==> config.mk <==
export PLATFORM = sky130hd
export DESIGN_NAME = stream_switch
export DESIGN_NICKNAME = d
export VERILOG_FILES = /design/src/logic/axis_pkg.sv /design/src/logic/route_pkg.sv /design/src/logic/dest_mapper.sv /design/src/logic/beat_fifo.sv /design/src/logic/dest_router.sv /design/src/logic/stream_switch.sv
export SDC_FILE = /design/constraint.sdc
export NUM_CORES = 1
export LEC_CHECK = 0
export ABC_CLOCK_PERIOD_IN_PS = 6050
export BUFFER_PORTS_ARGS = -buffer_cell sky130_fd_sc_hd__buf_2
export CORE_MARGIN = 2
export CORE_UTILIZATION = 54
export CTS_BUF_LIST = sky130_fd_sc_hd__clkbuf_16
export CTS_CLUSTER_SIZE = 30
export DETAILED_ROUTE_END_ITERATION = 10
export PLACE_DENSITY = 0.79
export SYNTH_ARGS = -nofsm -noshare
export SYNTH_HDL_FRONTEND = slang
export SYNTH_SLANG_ARGS = --single-unit
export TNS_END_PERCENT = 30
==> constraint.sdc <==
create_clock -name clk -period 6.05 [get_ports clk]
set_input_delay 0.9075 -clock clk [delete_from_list [all_inputs] [get_ports clk]]
set_output_delay 0.9075 -clock clk [all_outputs]
set_load 0.01 [all_outputs]
==> src/logic/axis_pkg.sv <==
// AXI4-Stream beat definitions
// Field widths of the stream and the packed beat that carries them
// through the mapper, the FIFO and the router of the switch

package axis_pkg;

  // ------------------------------------------------------------------
  // Field widths
  // ------------------------------------------------------------------

  // Payload width in bits
  parameter int DATA_W = 32;
  // One strobe/keep bit per data byte
  parameter int STRB_W = DATA_W / 8;
  // Stream identifier, also the route table index
  parameter int ID_W   = 4;
  // Destination, enough for four outputs
  parameter int DEST_W = 2;
  // Sideband user bits
  parameter int USER_W = 4;

  // ------------------------------------------------------------------
  // Beat
  // ------------------------------------------------------------------

  // One transfer on the stream, data in the upper bits
  typedef struct packed {
    logic [DATA_W-1:0] data;
    logic [STRB_W-1:0] strb;
    logic [STRB_W-1:0] keep;
    // Marks the final beat of a packet
    logic              last;
    logic [ID_W-1:0]   id;
    // Filled in by the mapper, ignored at the input
    logic [DEST_W-1:0] dest;
    logic [USER_W-1:0] user;
  } beat_t;

endpackage

==> src/logic/route_pkg.sv <==
// Route table definitions
// Entry type, table size and the configuration write that
// rewrites one entry of the destination lookup table

package route_pkg;

  // ------------------------------------------------------------------
  // Table layout
  // ------------------------------------------------------------------

  // One entry per possible tid
  parameter int TABLE_SIZE = 2 ** axis_pkg::ID_W;

  // Entry holds the destination output of one tid
  typedef logic [axis_pkg::DEST_W-1:0] route_entry_t;

  // ------------------------------------------------------------------
  // Configuration write
  // ------------------------------------------------------------------

  // Applied on the edge where the write strobe is high
  typedef struct packed {
    // Entry to rewrite
    logic [axis_pkg::ID_W-1:0] tid;
    // New destination for that tid
    route_entry_t              dest;
  } cfg_wr_t;

endpackage

==> src/logic/dest_mapper.sv <==
// Destination mapper
// Looks up the output of each beat from its tid in a writable route
// table and stamps it into tdest. One register stage sits between
// the input and the FIFO, with full throughput under valid/ready.

`timescale 1ns/1ps

module dest_mapper #(
  parameter int NR_DEST = 4
) (
  input  logic                clk,
  input  logic                rst_n,

  // Incoming stream, dest field is don't care
  input  logic                in_valid,
  output logic                in_ready,
  input  axis_pkg::beat_t     in_beat,

  // Route table write strobe
  input  logic                cfg_wr,
  input  route_pkg::cfg_wr_t  cfg,

  // Routed stream towards the FIFO
  output logic                map_valid,
  input  logic                map_ready,
  output axis_pkg::beat_t     map_beat
);

  // ------------------------------------------------------------------
  // Route table
  // ------------------------------------------------------------------

  route_pkg::route_entry_t route_table [route_pkg::TABLE_SIZE];

  logic            accept;
  axis_pkg::beat_t stamped;

  // Default spreads tids round robin over the outputs
  always_ff @(posedge clk or negedge rst_n) begin
    if (!rst_n) begin
      for (int i = 0; i < route_pkg::TABLE_SIZE; i++) begin
        route_table[i] <= route_pkg::route_entry_t'(i % NR_DEST);
      end
    end else if (cfg_wr) begin
      route_table[cfg.tid] <= cfg.dest;
    end
  end

  // ------------------------------------------------------------------
  // Output register
  // ------------------------------------------------------------------

  // Register free, or draining in this same cycle
  assign in_ready = !map_valid || map_ready;
  assign accept   = in_valid && in_ready;

  // Table read happens at acceptance, before any write on this edge
  always_comb begin
    stamped      = in_beat;
    stamped.dest = route_table[in_beat.id];
  end

  always_ff @(posedge clk or negedge rst_n) begin
    if (!rst_n) begin
      map_valid <= 1'b0;
    end else if (accept) begin
      map_valid <= 1'b1;
    end else if (map_ready) begin
      map_valid <= 1'b0;
    end
  end

  // Payload only moves on acceptance
  always_ff @(posedge clk) begin
    if (accept) begin
      map_beat <= stamped;
    end
  end

  // ------------------------------------------------------------------
  // Checks
  // ------------------------------------------------------------------

  // Stalled beat must be held unchanged until the FIFO takes it
  a_map_stable : assert property (
    @(posedge clk) disable iff (!rst_n)
    map_valid && !map_ready |=> map_valid && $stable(map_beat)
  ) else $error("dest_mapper: beat changed under back-pressure");

endmodule

==> src/logic/beat_fifo.sv <==
// Beat FIFO
// Synchronous circular buffer of stream beats with valid/ready on
// both sides. Pointers carry one extra wrap bit so that full and
// empty can be told apart. First-word latency is one cycle.

`timescale 1ns/1ps

module beat_fifo #(
  parameter int FIFO_DEPTH = 8
) (
  input  logic            clk,
  input  logic            rst_n,

  // Write side
  input  logic            wr_valid,
  output logic            wr_ready,
  input  axis_pkg::beat_t wr_beat,

  // Read side
  output logic            rd_valid,
  input  logic            rd_ready,
  output axis_pkg::beat_t rd_beat
);

  // Index width, pointers are one bit wider
  localparam int AW = $clog2(FIFO_DEPTH);

  // ------------------------------------------------------------------
  // Storage and pointers
  // ------------------------------------------------------------------

  axis_pkg::beat_t mem [FIFO_DEPTH];

  logic [AW:0] wr_ptr;
  logic [AW:0] rd_ptr;
  logic [AW:0] fill;
  logic        full;
  logic        empty;
  logic        wr_en;
  logic        rd_en;

  // Wrap bit makes the difference the true occupancy
  assign fill  = wr_ptr - rd_ptr;
  assign full  = (fill == (AW + 1)'(FIFO_DEPTH));
  assign empty = (fill == '0);

  // Ready only depends on occupancy
  assign wr_ready = !full;
  assign rd_valid = !empty;

  assign wr_en = wr_valid && wr_ready;
  assign rd_en = rd_valid && rd_ready;

  // Head of the queue, shown as soon as it is written
  assign rd_beat = mem[rd_ptr[AW-1:0]];

  always_ff @(posedge clk) begin
    if (wr_en) begin
      mem[wr_ptr[AW-1:0]] <= wr_beat;
    end
  end

  // Both pointers may step on the same edge
  always_ff @(posedge clk or negedge rst_n) begin
    if (!rst_n) begin
      wr_ptr <= '0;
      rd_ptr <= '0;
    end else begin
      if (wr_en) begin
        wr_ptr <= wr_ptr + 1'b1;
      end
      if (rd_en) begin
        rd_ptr <= rd_ptr + 1'b1;
      end
    end
  end

  // ------------------------------------------------------------------
  // Checks
  // ------------------------------------------------------------------

  // Nothing gets written while full
  a_no_overflow : assert property (
    @(posedge clk) disable iff (!rst_n)
    full |=> wr_ptr == $past(wr_ptr)
  ) else $error("beat_fifo: write while full");

  // Nothing gets read while empty
  a_no_underflow : assert property (
    @(posedge clk) disable iff (!rst_n)
    empty |=> rd_ptr == $past(rd_ptr)
  ) else $error("beat_fifo: read while empty");

endmodule

==> src/logic/dest_router.sv <==
// Destination router
// Packet-locked demultiplexer. The tdest of a packet's first beat is
// latched and the whole packet is steered to that output until the
// beat with tlast transfers. All outputs share one beat bus and
// have their own valid and ready. Costs one idle cycle per packet.

`timescale 1ns/1ps

module dest_router #(
  parameter int NR_DEST = 4
) (
  input  logic               clk,
  input  logic               rst_n,

  // From the FIFO
  input  logic               fifo_valid,
  output logic               fifo_ready,
  input  axis_pkg::beat_t    fifo_beat,

  // To the sinks
  output logic [NR_DEST-1:0] out_valid,
  input  logic [NR_DEST-1:0] out_ready,
  output axis_pkg::beat_t    out_beat
);

  typedef enum logic {
    WAIT_FIRST,
    WAIT_LAST
  } router_state_t;

  router_state_t               state;
  logic [axis_pkg::DEST_W-1:0] dest_sel;
  logic                        last_xfer;

  // Final beat of the packet leaves on this edge
  assign last_xfer = fifo_valid && fifo_ready && fifo_beat.last;

  // ------------------------------------------------------------------
  // Packet lock FSM
  // ------------------------------------------------------------------

  always_ff @(posedge clk or negedge rst_n) begin
    if (!rst_n) begin
      state    <= WAIT_FIRST;
      dest_sel <= '0;
    end else begin
      case (state)
        WAIT_FIRST: begin
          // Lock on the head beat, forwarding starts next cycle
          if (fifo_valid) begin
            state    <= WAIT_LAST;
            dest_sel <= fifo_beat.dest;
          end
        end
        WAIT_LAST: begin
          if (last_xfer) begin
            state <= WAIT_FIRST;
          end
        end
        default: begin
          state <= WAIT_FIRST;
        end
      endcase
    end
  end

  // ------------------------------------------------------------------
  // Output steering
  // ------------------------------------------------------------------

  // Shared bus, only the selected valid qualifies it
  assign out_beat = fifo_beat;

  always_comb begin
    out_valid  = '0;
    fifo_ready = 1'b0;
    if (state == WAIT_LAST) begin
      for (int i = 0; i < NR_DEST; i++) begin
        if (dest_sel == axis_pkg::DEST_W'(i)) begin
          out_valid[i] = fifo_valid;
          fifo_ready   = out_ready[i];
        end
      end
    end
  end

  // ------------------------------------------------------------------
  // Checks
  // ------------------------------------------------------------------

  // At most one output sees valid
  a_onehot : assert property (
    @(posedge clk) disable iff (!rst_n)
    $onehot0(out_valid)
  ) else $error("dest_router: more than one out_valid");

  // Route table only holds reachable outputs
  a_dest_range : assert property (
    @(posedge clk) disable iff (!rst_n)
    state == WAIT_LAST |-> dest_sel < NR_DEST
  ) else $error("dest_router: latched dest %0d out of range", dest_sel);

endmodule

==> src/logic/stream_switch.sv <==
// AXI4-Stream switch
// Single input stream routed by tid to one of NR_DEST outputs.
// Chain is mapper, then FIFO, then the packet-locked router.
// Three cycles from input acceptance to the first possible output.

`timescale 1ns/1ps

module stream_switch #(
  parameter int NR_DEST    = 4,
  parameter int FIFO_DEPTH = 8
) (
  input  logic               clk,
  input  logic               rst_n,

  // Input stream
  input  logic               in_valid,
  output logic               in_ready,
  input  axis_pkg::beat_t    in_beat,

  // Route table write
  input  logic               cfg_wr,
  input  route_pkg::cfg_wr_t cfg,

  // Output streams on one shared beat bus
  output logic [NR_DEST-1:0] out_valid,
  input  logic [NR_DEST-1:0] out_ready,
  output axis_pkg::beat_t    out_beat
);

  // ------------------------------------------------------------------
  // Inter-stage wires
  // ------------------------------------------------------------------

  // Mapper to FIFO
  logic            map_valid;
  logic            map_ready;
  axis_pkg::beat_t map_beat;

  // FIFO to router
  logic            fifo_valid;
  logic            fifo_ready;
  axis_pkg::beat_t fifo_beat;

  dest_mapper #(
    .NR_DEST (NR_DEST)
  ) u_dest_mapper (
    .clk       (clk),
    .rst_n     (rst_n),
    .in_valid  (in_valid),
    .in_ready  (in_ready),
    .in_beat   (in_beat),
    .cfg_wr    (cfg_wr),
    .cfg       (cfg),
    .map_valid (map_valid),
    .map_ready (map_ready),
    .map_beat  (map_beat)
  );

  beat_fifo #(
    .FIFO_DEPTH (FIFO_DEPTH)
  ) u_beat_fifo (
    .clk      (clk),
    .rst_n    (rst_n),
    .wr_valid (map_valid),
    .wr_ready (map_ready),
    .wr_beat  (map_beat),
    .rd_valid (fifo_valid),
    .rd_ready (fifo_ready),
    .rd_beat  (fifo_beat)
  );

  dest_router #(
    .NR_DEST (NR_DEST)
  ) u_dest_router (
    .clk        (clk),
    .rst_n      (rst_n),
    .fifo_valid (fifo_valid),
    .fifo_ready (fifo_ready),
    .fifo_beat  (fifo_beat),
    .out_valid  (out_valid),
    .out_ready  (out_ready),
    .out_beat   (out_beat)
  );

endmodule

Yosys cells after proc, flatten, opt, wreduce, memory -nomap -nowiden

Memories as Yosys holds them, arrays and structs flattened.
Cells that the tools add are included.

Muxes and demuxes: 23
Magnitude comparators: 3
Equal/unequal tests: 5
$add $sub $neg: 3
Reduce and logical (&&, ||, !) cells: 12
Shift operators: 0
Multipliers: 0
Div/mod/pow operators: 0
Bitwise operators: 4

Operators with widths:

| operator                                                              | number |
|---|---|
| 32-bit bitwise mux                                                    | 1 |
| 1-bit 2-to-1 mux                                                      | 15 |
| 5-bit greater-or-equal comparator (second input constant)             | 2 |
| 4-bit inverter with 5-bit output                                      | 2 |
| 4-bit by 1-bit adder with 4-bit output (second input constant)        | 2 |
| 2-bit binary-select mux with 4-bit select                             | 1 |
| 2-bit demux with 4-bit select                                         | 1 |
| 2-bit 2-to-1 mux                                                      | 3 |
| 1-bit logical AND                                                     | 5 |
| 5-bit by 1-bit < comparator with 1-bit output (second input constant) | 1 |
| 2-bit == test (second input constant)                                 | 2 |
| 4-bit == test (second input constant)                                 | 1 |
| 4-bit logical NOT                                                     | 1 |
| 4-bit 2-to-1 mux                                                      | 1 |
| 4-bit subtractor                                                      | 1 |
| 1-bit logical NOT                                                     | 3 |
| 2-bit by 1-bit == test with 1-bit output (second input constant)      | 1 |
| 2-bit logical NOT                                                     | 1 |
| 2-bit != test (second input constant)                                 | 1 |
| 1-bit inverter                                                        | 2 |
| 1-bit one-hot mux with 2 select lines                                 | 1 |
| 2-bit AND reduction                                                   | 1 |
| 1-bit logical OR                                                      | 1 |

Memory bits (writable): 408
Bits in registers: 95
Latch bits: 0
Word-level logic and storage cells: 79
Input bits: 65
Output and inout port bits: 56
Memories: 1
Bits in read-only memories: 0

Memory list:

| name            | words | bits a word | read ports | clocked after memory_dff | write ports | line            | text |
|---|---|---|---|---|---|---|---|
| u_beat_fifo.mem | 8     | 51          | 1          | 0                        | 1           | beat_fifo.sv:32 | `axis_pkg::beat_t mem [FIFO_DEPTH];` |

Longest topological paths before layout

Word-level depth: 10
Depth in mapped cells: 10
Mapped depth without buffers: 7

Hierarchy

From an unflattened synthesis, not the netlist that was laid out.

Cell total of the unflattened synthesis: 1005
Area total of the unflattened synthesis: 19721.4 µm²

By module, submodules not included:

| module      | cells each | instances | area each (µm²) | seq. area each (µm²) |
|---|---|---|---|---|
| beat_fifo   | 763        | 1         | 15959.1         | 12451.9 |
| dest_mapper | 173        | 1         | 3201.8          | 2377.3 |
| dest_router | 69         | 1         | 560.5           | 75.1 |

Worst setup path after synthesis

OpenSTA, ideal clock, no wires.

Path type: reg2reg
From: register u_beat_fifo.rd_ptr[2]
To: memory u_beat_fifo.mem[0][0] in the netlist's numbering (enable)
Path buffers: 2
Cell stages (with the launch flop): 10
Arrival time: 5.679 ns
Clock period less this slack: 6.202 ns
Setup slack: -0.152 ns
Setup time: 0.523 ns
Data required time: 5.527 ns
Path through: dfrtp_1 > clkbuf_1 > clkinv_1 > clkbuf_1 > ha_1 > a21oi_1 > and3_4 > o41ai_4 > or2_2 > nor3_1

Cells in the longest elaborated chain, start to end: 6

Ends and longest elaborated chain:

| element                                | line            | text |
|---|---|---|
| from (decl)                            | beat_fifo.sv:35 | `logic [AW:0] rd_ptr;` |
| from (signal assigned)                 | beat_fifo.sv:73 | `rd_ptr <= rd_ptr + 1'b1;` |
| 4-bit subtractor                       | beat_fifo.sv:43 | `assign fill = wr_ptr - rd_ptr;` |
| 4-bit == test                          | beat_fifo.sv:44 | `assign full = (fill == (AW + 1)'(FIFO_DEPTH));` |
| 1-bit logical NOT                      | beat_fifo.sv:48 | `assign wr_ready = !full;` |
| 1-bit logical AND                      | beat_fifo.sv:51 | `assign wr_en = wr_valid && wr_ready;` |
| 1-bit 2-to-1 mux                       | beat_fifo.sv:58 | `if (wr_en) begin` |
| 1-bit 2-to-1 mux (implied by the code) | beat_fifo.sv:59 | `mem[wr_ptr[AW-1:0]] <= wr_beat;` |
| to (decl)                              | beat_fifo.sv:32 |  |

No other way between the ends.

Worst setup path after layout

From: register u_beat_fifo.rd_ptr[1]
To: output out_valid[2]

Cells in the longest elaborated chain, start to end: 5

Ends and longest elaborated chain:

| element           | line                | text |
|---|---|---|
| 4-bit subtractor  | beat_fifo.sv:43     |  |
| 4-bit logical NOT | beat_fifo.sv:45     | `assign empty = (fill == '0);` |
| 1-bit logical NOT | beat_fifo.sv:49     | `assign rd_valid = !empty;` |
| 1-bit 2-to-1 mux  | dest_router.sv:79   | `if (dest_sel == axis_pkg::DEST_W'(i)) begin` |
| 4-bit 2-to-1 mux  | dest_router.sv:77   | `if (state == WAIT_LAST) begin` |
| to (decl)         | stream_switch.sv:25 | `output logic [NR_DEST-1:0] out_valid,` |

No other way between the ends.

==> impl_results.rst <==
.. list-table::
   :header-rows: 1

   * - Metric
     - Value
   * - Cells taking the most area after synthesis
     - sky130_fd_sc_hd__edfxtp_1 (72%), sky130_fd_sc_hd__mux4_2 (13%), sky130_fd_sc_hd__dfrtp_1 (3.6%)
   * - Die Footprint
     - between 30000 and 40000 sq um
   * - Unrepaired setup endpoints after global routing
     - no
   * - Number of remaining DRC errors
     - 0
   * - Max-slew violation count
     - 0
   * - Initial core utilization
     - between 50 and 60%
   * - Kind of critical path
     - register to output pin
   * - Area fraction of the dominant cell type after synthesis
     - 71.7%
   * - Iteration-0 DRC Markers
     - ~760
   * - Period Utilization, post-route
     - roughly two thirds
   * - Share of total power in the clock network
     - 27.1%
   * - Clock tree from TritonCTS
     - done
   * - Kind of path behind the tightest hold check
     - register to register
   * - Clock Tree Buf Depth
     - 3
   * - Crit path required time
     - slightly above 5 ns
   * - Dominant cell by count in the synthesized netlist
     - sky130_fd_sc_hd__edfxtp_1
   * - Worst skew pair latency
     - roughly 0.56 ns
   * - Cells on Worst Hold Path
     - 1
   * - Total wire length after detailed routing
     - roughly 37 mm
   * - Count of unique library cells instantiated by Yosys
     - 39
   * - Most instantiated cells after synthesis
     - sky130_fd_sc_hd__edfxtp_1 (459), sky130_fd_sc_hd__nand2_1 (161), sky130_fd_sc_hd__mux4_2 (113), sky130_fd_sc_hd__mux2_2 (34), sky130_fd_sc_hd__dfrtp_1 (28)
   * - Die Height
     - between 150 and 200 um
   * - Number of maximum-capacitance violations
     - 0
   * - Yosys reg bits
     - between 500 and 600
   * - Number of H-tree levels
     - 2
   * - Post-cts resize count
     - 0
   * - Post-Synthesis Mean Instance Area
     - 20.8 sq um
   * - DP Wirelength
     - 18.8 mm
   * - Total via count after detailed routing
     - 9070
   * - Synth warnings
     - 0
   * - Via density
     - 5.79
   * - Switching share of power
     - between 30% and 40%
   * - Post-CTS Repair Setup Buffers
     - 0
   * - CTS buffer count
     - 49
   * - Die Span X
     - between 150 and 200 um
   * - Hold path start
     - u_beat_fifo.wr_ptr[3]
   * - Post-detailed-route count of antenna-violating nets
     - 0
   * - Clk slew on worst S/H paths
     - ~0.060 ns
   * - Number of global-route vias before repair
     - around 9500
   * - Portion of total power attributed to sequential cells
     - between 40% and 50%
   * - Total power divided by cell area
     - just over 500 nW/um^2
   * - Post-synth design cell area
     - 19200 sq um
   * - Headroom to the max-slew limit
     - about a quarter
   * - Cells after Synth
     - approximately 930
   * - Hold violation count in the final report
     - 0
   * - Number of rows created at floorplan
     - slightly below 70
   * - Total power
     - 11.2 mW
   * - Data arrival, critical path
     - between 3 and 4 ns
   * - Total number of clock tree sinks
     - slightly above 500
   * - Number of buffers inserted for hold repair after clock tree synthesis
     - 0
   * - Post-route clock skew
     - between 0.02 and 0.03 ns
   * - Count of flip-flops with a built-in enable after synthesis
     - about 460
   * - Nets@finish
     - around 1100
   * - Int Power
     - roughly 8 mW
   * - Pin count of the biggest net entering global routing
     - 56
   * - Number of cells after detailed placement
     - about 1500
   * - Quantity of I/O buffers inserted on ports
     - roughly 120
   * - Biggest area consumer among synthesized cells
     - sky130_fd_sc_hd__edfxtp_1
   * - Total nets after synthesis
     - between 900 and 1000
   * - Final count of negative-setup-slack endpoints
     - 0
   * - Worst ir drop on vdd
     - 0.263 mV
   * - Buffer cell driving the clock tree root
     - sky130_fd_sc_hd__clkbuf_16
   * - Worst-case reg-to-reg path depth
     - 8
   * - Storage element area
     - about 15000 sq um
   * - Global-route wire length before repair
     - approximately 56 mm
   * - Final critical path time including I/O delays and setup
     - 4.10 ns
   * - Reported leakage power
     - 7.62 nW
   * - Ports
     - about 120
   * - Final Non-Filler Cells
     - 1566
   * - Number of fillers in the final layout
     - approximately 2400
   * - Remaining global-route overflow
     - 0
   * - Most frequently used flop master after synthesis
     - sky130_fd_sc_hd__edfxtp_1
   * - Combinational share of power
     - roughly 28%
   * - Fraction of registers with async set/reset
     - 8.75%
   * - Area overhead of the layout relative to synthesis
     - 14.3%
   * - Register area share after synthesis
     - between 70% and 80%
   * - Worst setup EP type
     - output pin
   * - Maximum operating frequency
     - 244 MHz
   * - Outcome
     - finished clean
   * - Worst-path maximum fanout
     - 55
   * - Fraction of final layout cells with drive strength greater than 1
     - between 30% and 40%
   * - Worst reg2reg path startpoint
     - u_beat_fifo.rd_ptr[1]
   * - Area of the multi-input gates
     - between 4000 and 5000 sq um
   * - Gr usage total
     - just over 20%
   * - Origin of the worst setup path
     - u_beat_fifo.rd_ptr[1]
   * - Reported net switching power
     - 3.40 mW
   * - Antenna violations before repair
     - 1
   * - Slew at the pin closest to its max-slew limit
     - 1.14 ns
   * - Placeable core region
     - about 35000 sq um
   * - Number of detailed-routing iterations run before antenna repair
     - 6
   * - Routability cong.
     - approximately 0.74
   * - Diode count
     - 0
   * - Nature of the critical path startpoint
     - register
   * - Per-cell routed wire length
     - roughly 23 um
[kinds of logic after synthesis]
kind of cell	Yosys count	share of synthesized area, %
AOI/OAI and AO/OA	5	0.397
xor gates and xnor gates	9	0.410
adders and majority gates	5	0.326
buffers and inverters	43	1.22
DFF	503	77.6
muxes	149	15.4
and+or+nand+nor	211	4.71
[cell type report]
type / instances / share of cell area, %
inverters: 3 / 0.0513
repair buffers: 133 / 3.20
clock inverters: 36 / 1.53
multi-input cells: 379 / 18.9
well taps: 461 / 2.63
flip-flops and latches: 503 / 67.9
clock buffers: 51 / 5.81
[path summary, 6_finish.rpt]
kind                       slack (ns)                       endpoint
max in group asynchronous        4.84          u_beat_fifo.rd_ptr[0]
min in group asynchronous        0.50  u_dest_mapper.route_table[21]
max reg2reg                      1.97         u_beat_fifo.mem[3][18]
min                              0.49          u_beat_fifo.wr_ptr[3]
max                              1.95                   out_valid[2]
min reg2reg                      0.49          u_beat_fifo.wr_ptr[3]
[state kept, by name, summed over array words and instances, names as in the netlist]
register,count
u_beat_fifo.rd_ptr,4
u_dest_router.dest_sel,2
u_dest_mapper.map_beat,51
u_beat_fifo.wr_ptr,4
u_dest_mapper.map_valid,1
u_dest_mapper.route_table,32
u_beat_fifo.mem,408
u_dest_router.state,1
[power by group through the flow]
stage / registers (mW) / logic, mW / clock network [mW]
CTS: 5.06 / 3.16 / 3.08
global placement: 5.07 / 3.10 / 0
floorplan: 4.91 / 2.28 / 0
finish: 5.05 / 3.09 / 3.03
detailed placement: 5.12 / 3.14 / 0
global route: 5.13 / 3.36 / 3.21
[placed cells by master, fill, tap and decap left out, types with 11 or more instances in the layout]
master                        n
sky130_fd_sc_hd__inv_1       11
sky130_fd_sc_hd__dfrtp_1     25
sky130_fd_sc_hd__dfstp_2     16
sky130_fd_sc_hd__mux4_2     113
sky130_fd_sc_hd__buf_4       15
sky130_fd_sc_hd__edfxtp_1   459
sky130_fd_sc_hd__buf_2      118
sky130_fd_sc_hd__mux2_2      34
sky130_fd_sc_hd__nand2_1    161
sky130_fd_sc_hd__clkbuf_16   51
[critical path, cell delays in order, from the launching register on]
cell                        delay (ns)
sky130_fd_sc_hd__dfrtp_4          0.93
sky130_fd_sc_hd__inv_1            0.10
sky130_fd_sc_hd__ha_1             0.39
sky130_fd_sc_hd__nand3b_1         0.14
sky130_fd_sc_hd__and3_4           0.20
sky130_fd_sc_hd__o2111ai_4        0.32
sky130_fd_sc_hd__nand2_1          0.16
sky130_fd_sc_hd__nor3b_1          0.21
sky130_fd_sc_hd__buf_2            0.16
[through the flow]
stage | hold WS [ns] | setup TNS, ns | utilization (%) | setup slack [ns] | instance area (sq um)
detailed placement | 0.475 | 0 | 57.6 | 1.93 | 20300
finish | 0.492 | 0 | 62.2 | 1.95 | 22000
CTS | 0.487 | 0 | 62.2 | 1.83 | 22000
floorplan | 0.460 | -1.27 | - | -0.0249 | 19200
global placement | 0.479 | 0 | 57.6 | 1.95 | 20300
global route | 0.498 | 0 | 62.2 | 1.67 | 22000
[per-layer routing]
| metal | vias up | part of all wire (%) | GRT usage [%] |
|---|---|---|---|
| li1 | 3964 | - | - |
| met2 | 292 | 49 | 33.1 |
| met3 | 70 | 6.4 | 3.76 |
| met1 | 4742 | 42 | 28.6 |
| met4 | 2 | 2.3 | 5.99 |
| met5 | - | 0.044 | 0 |
(Power assumes the default switching activity.)
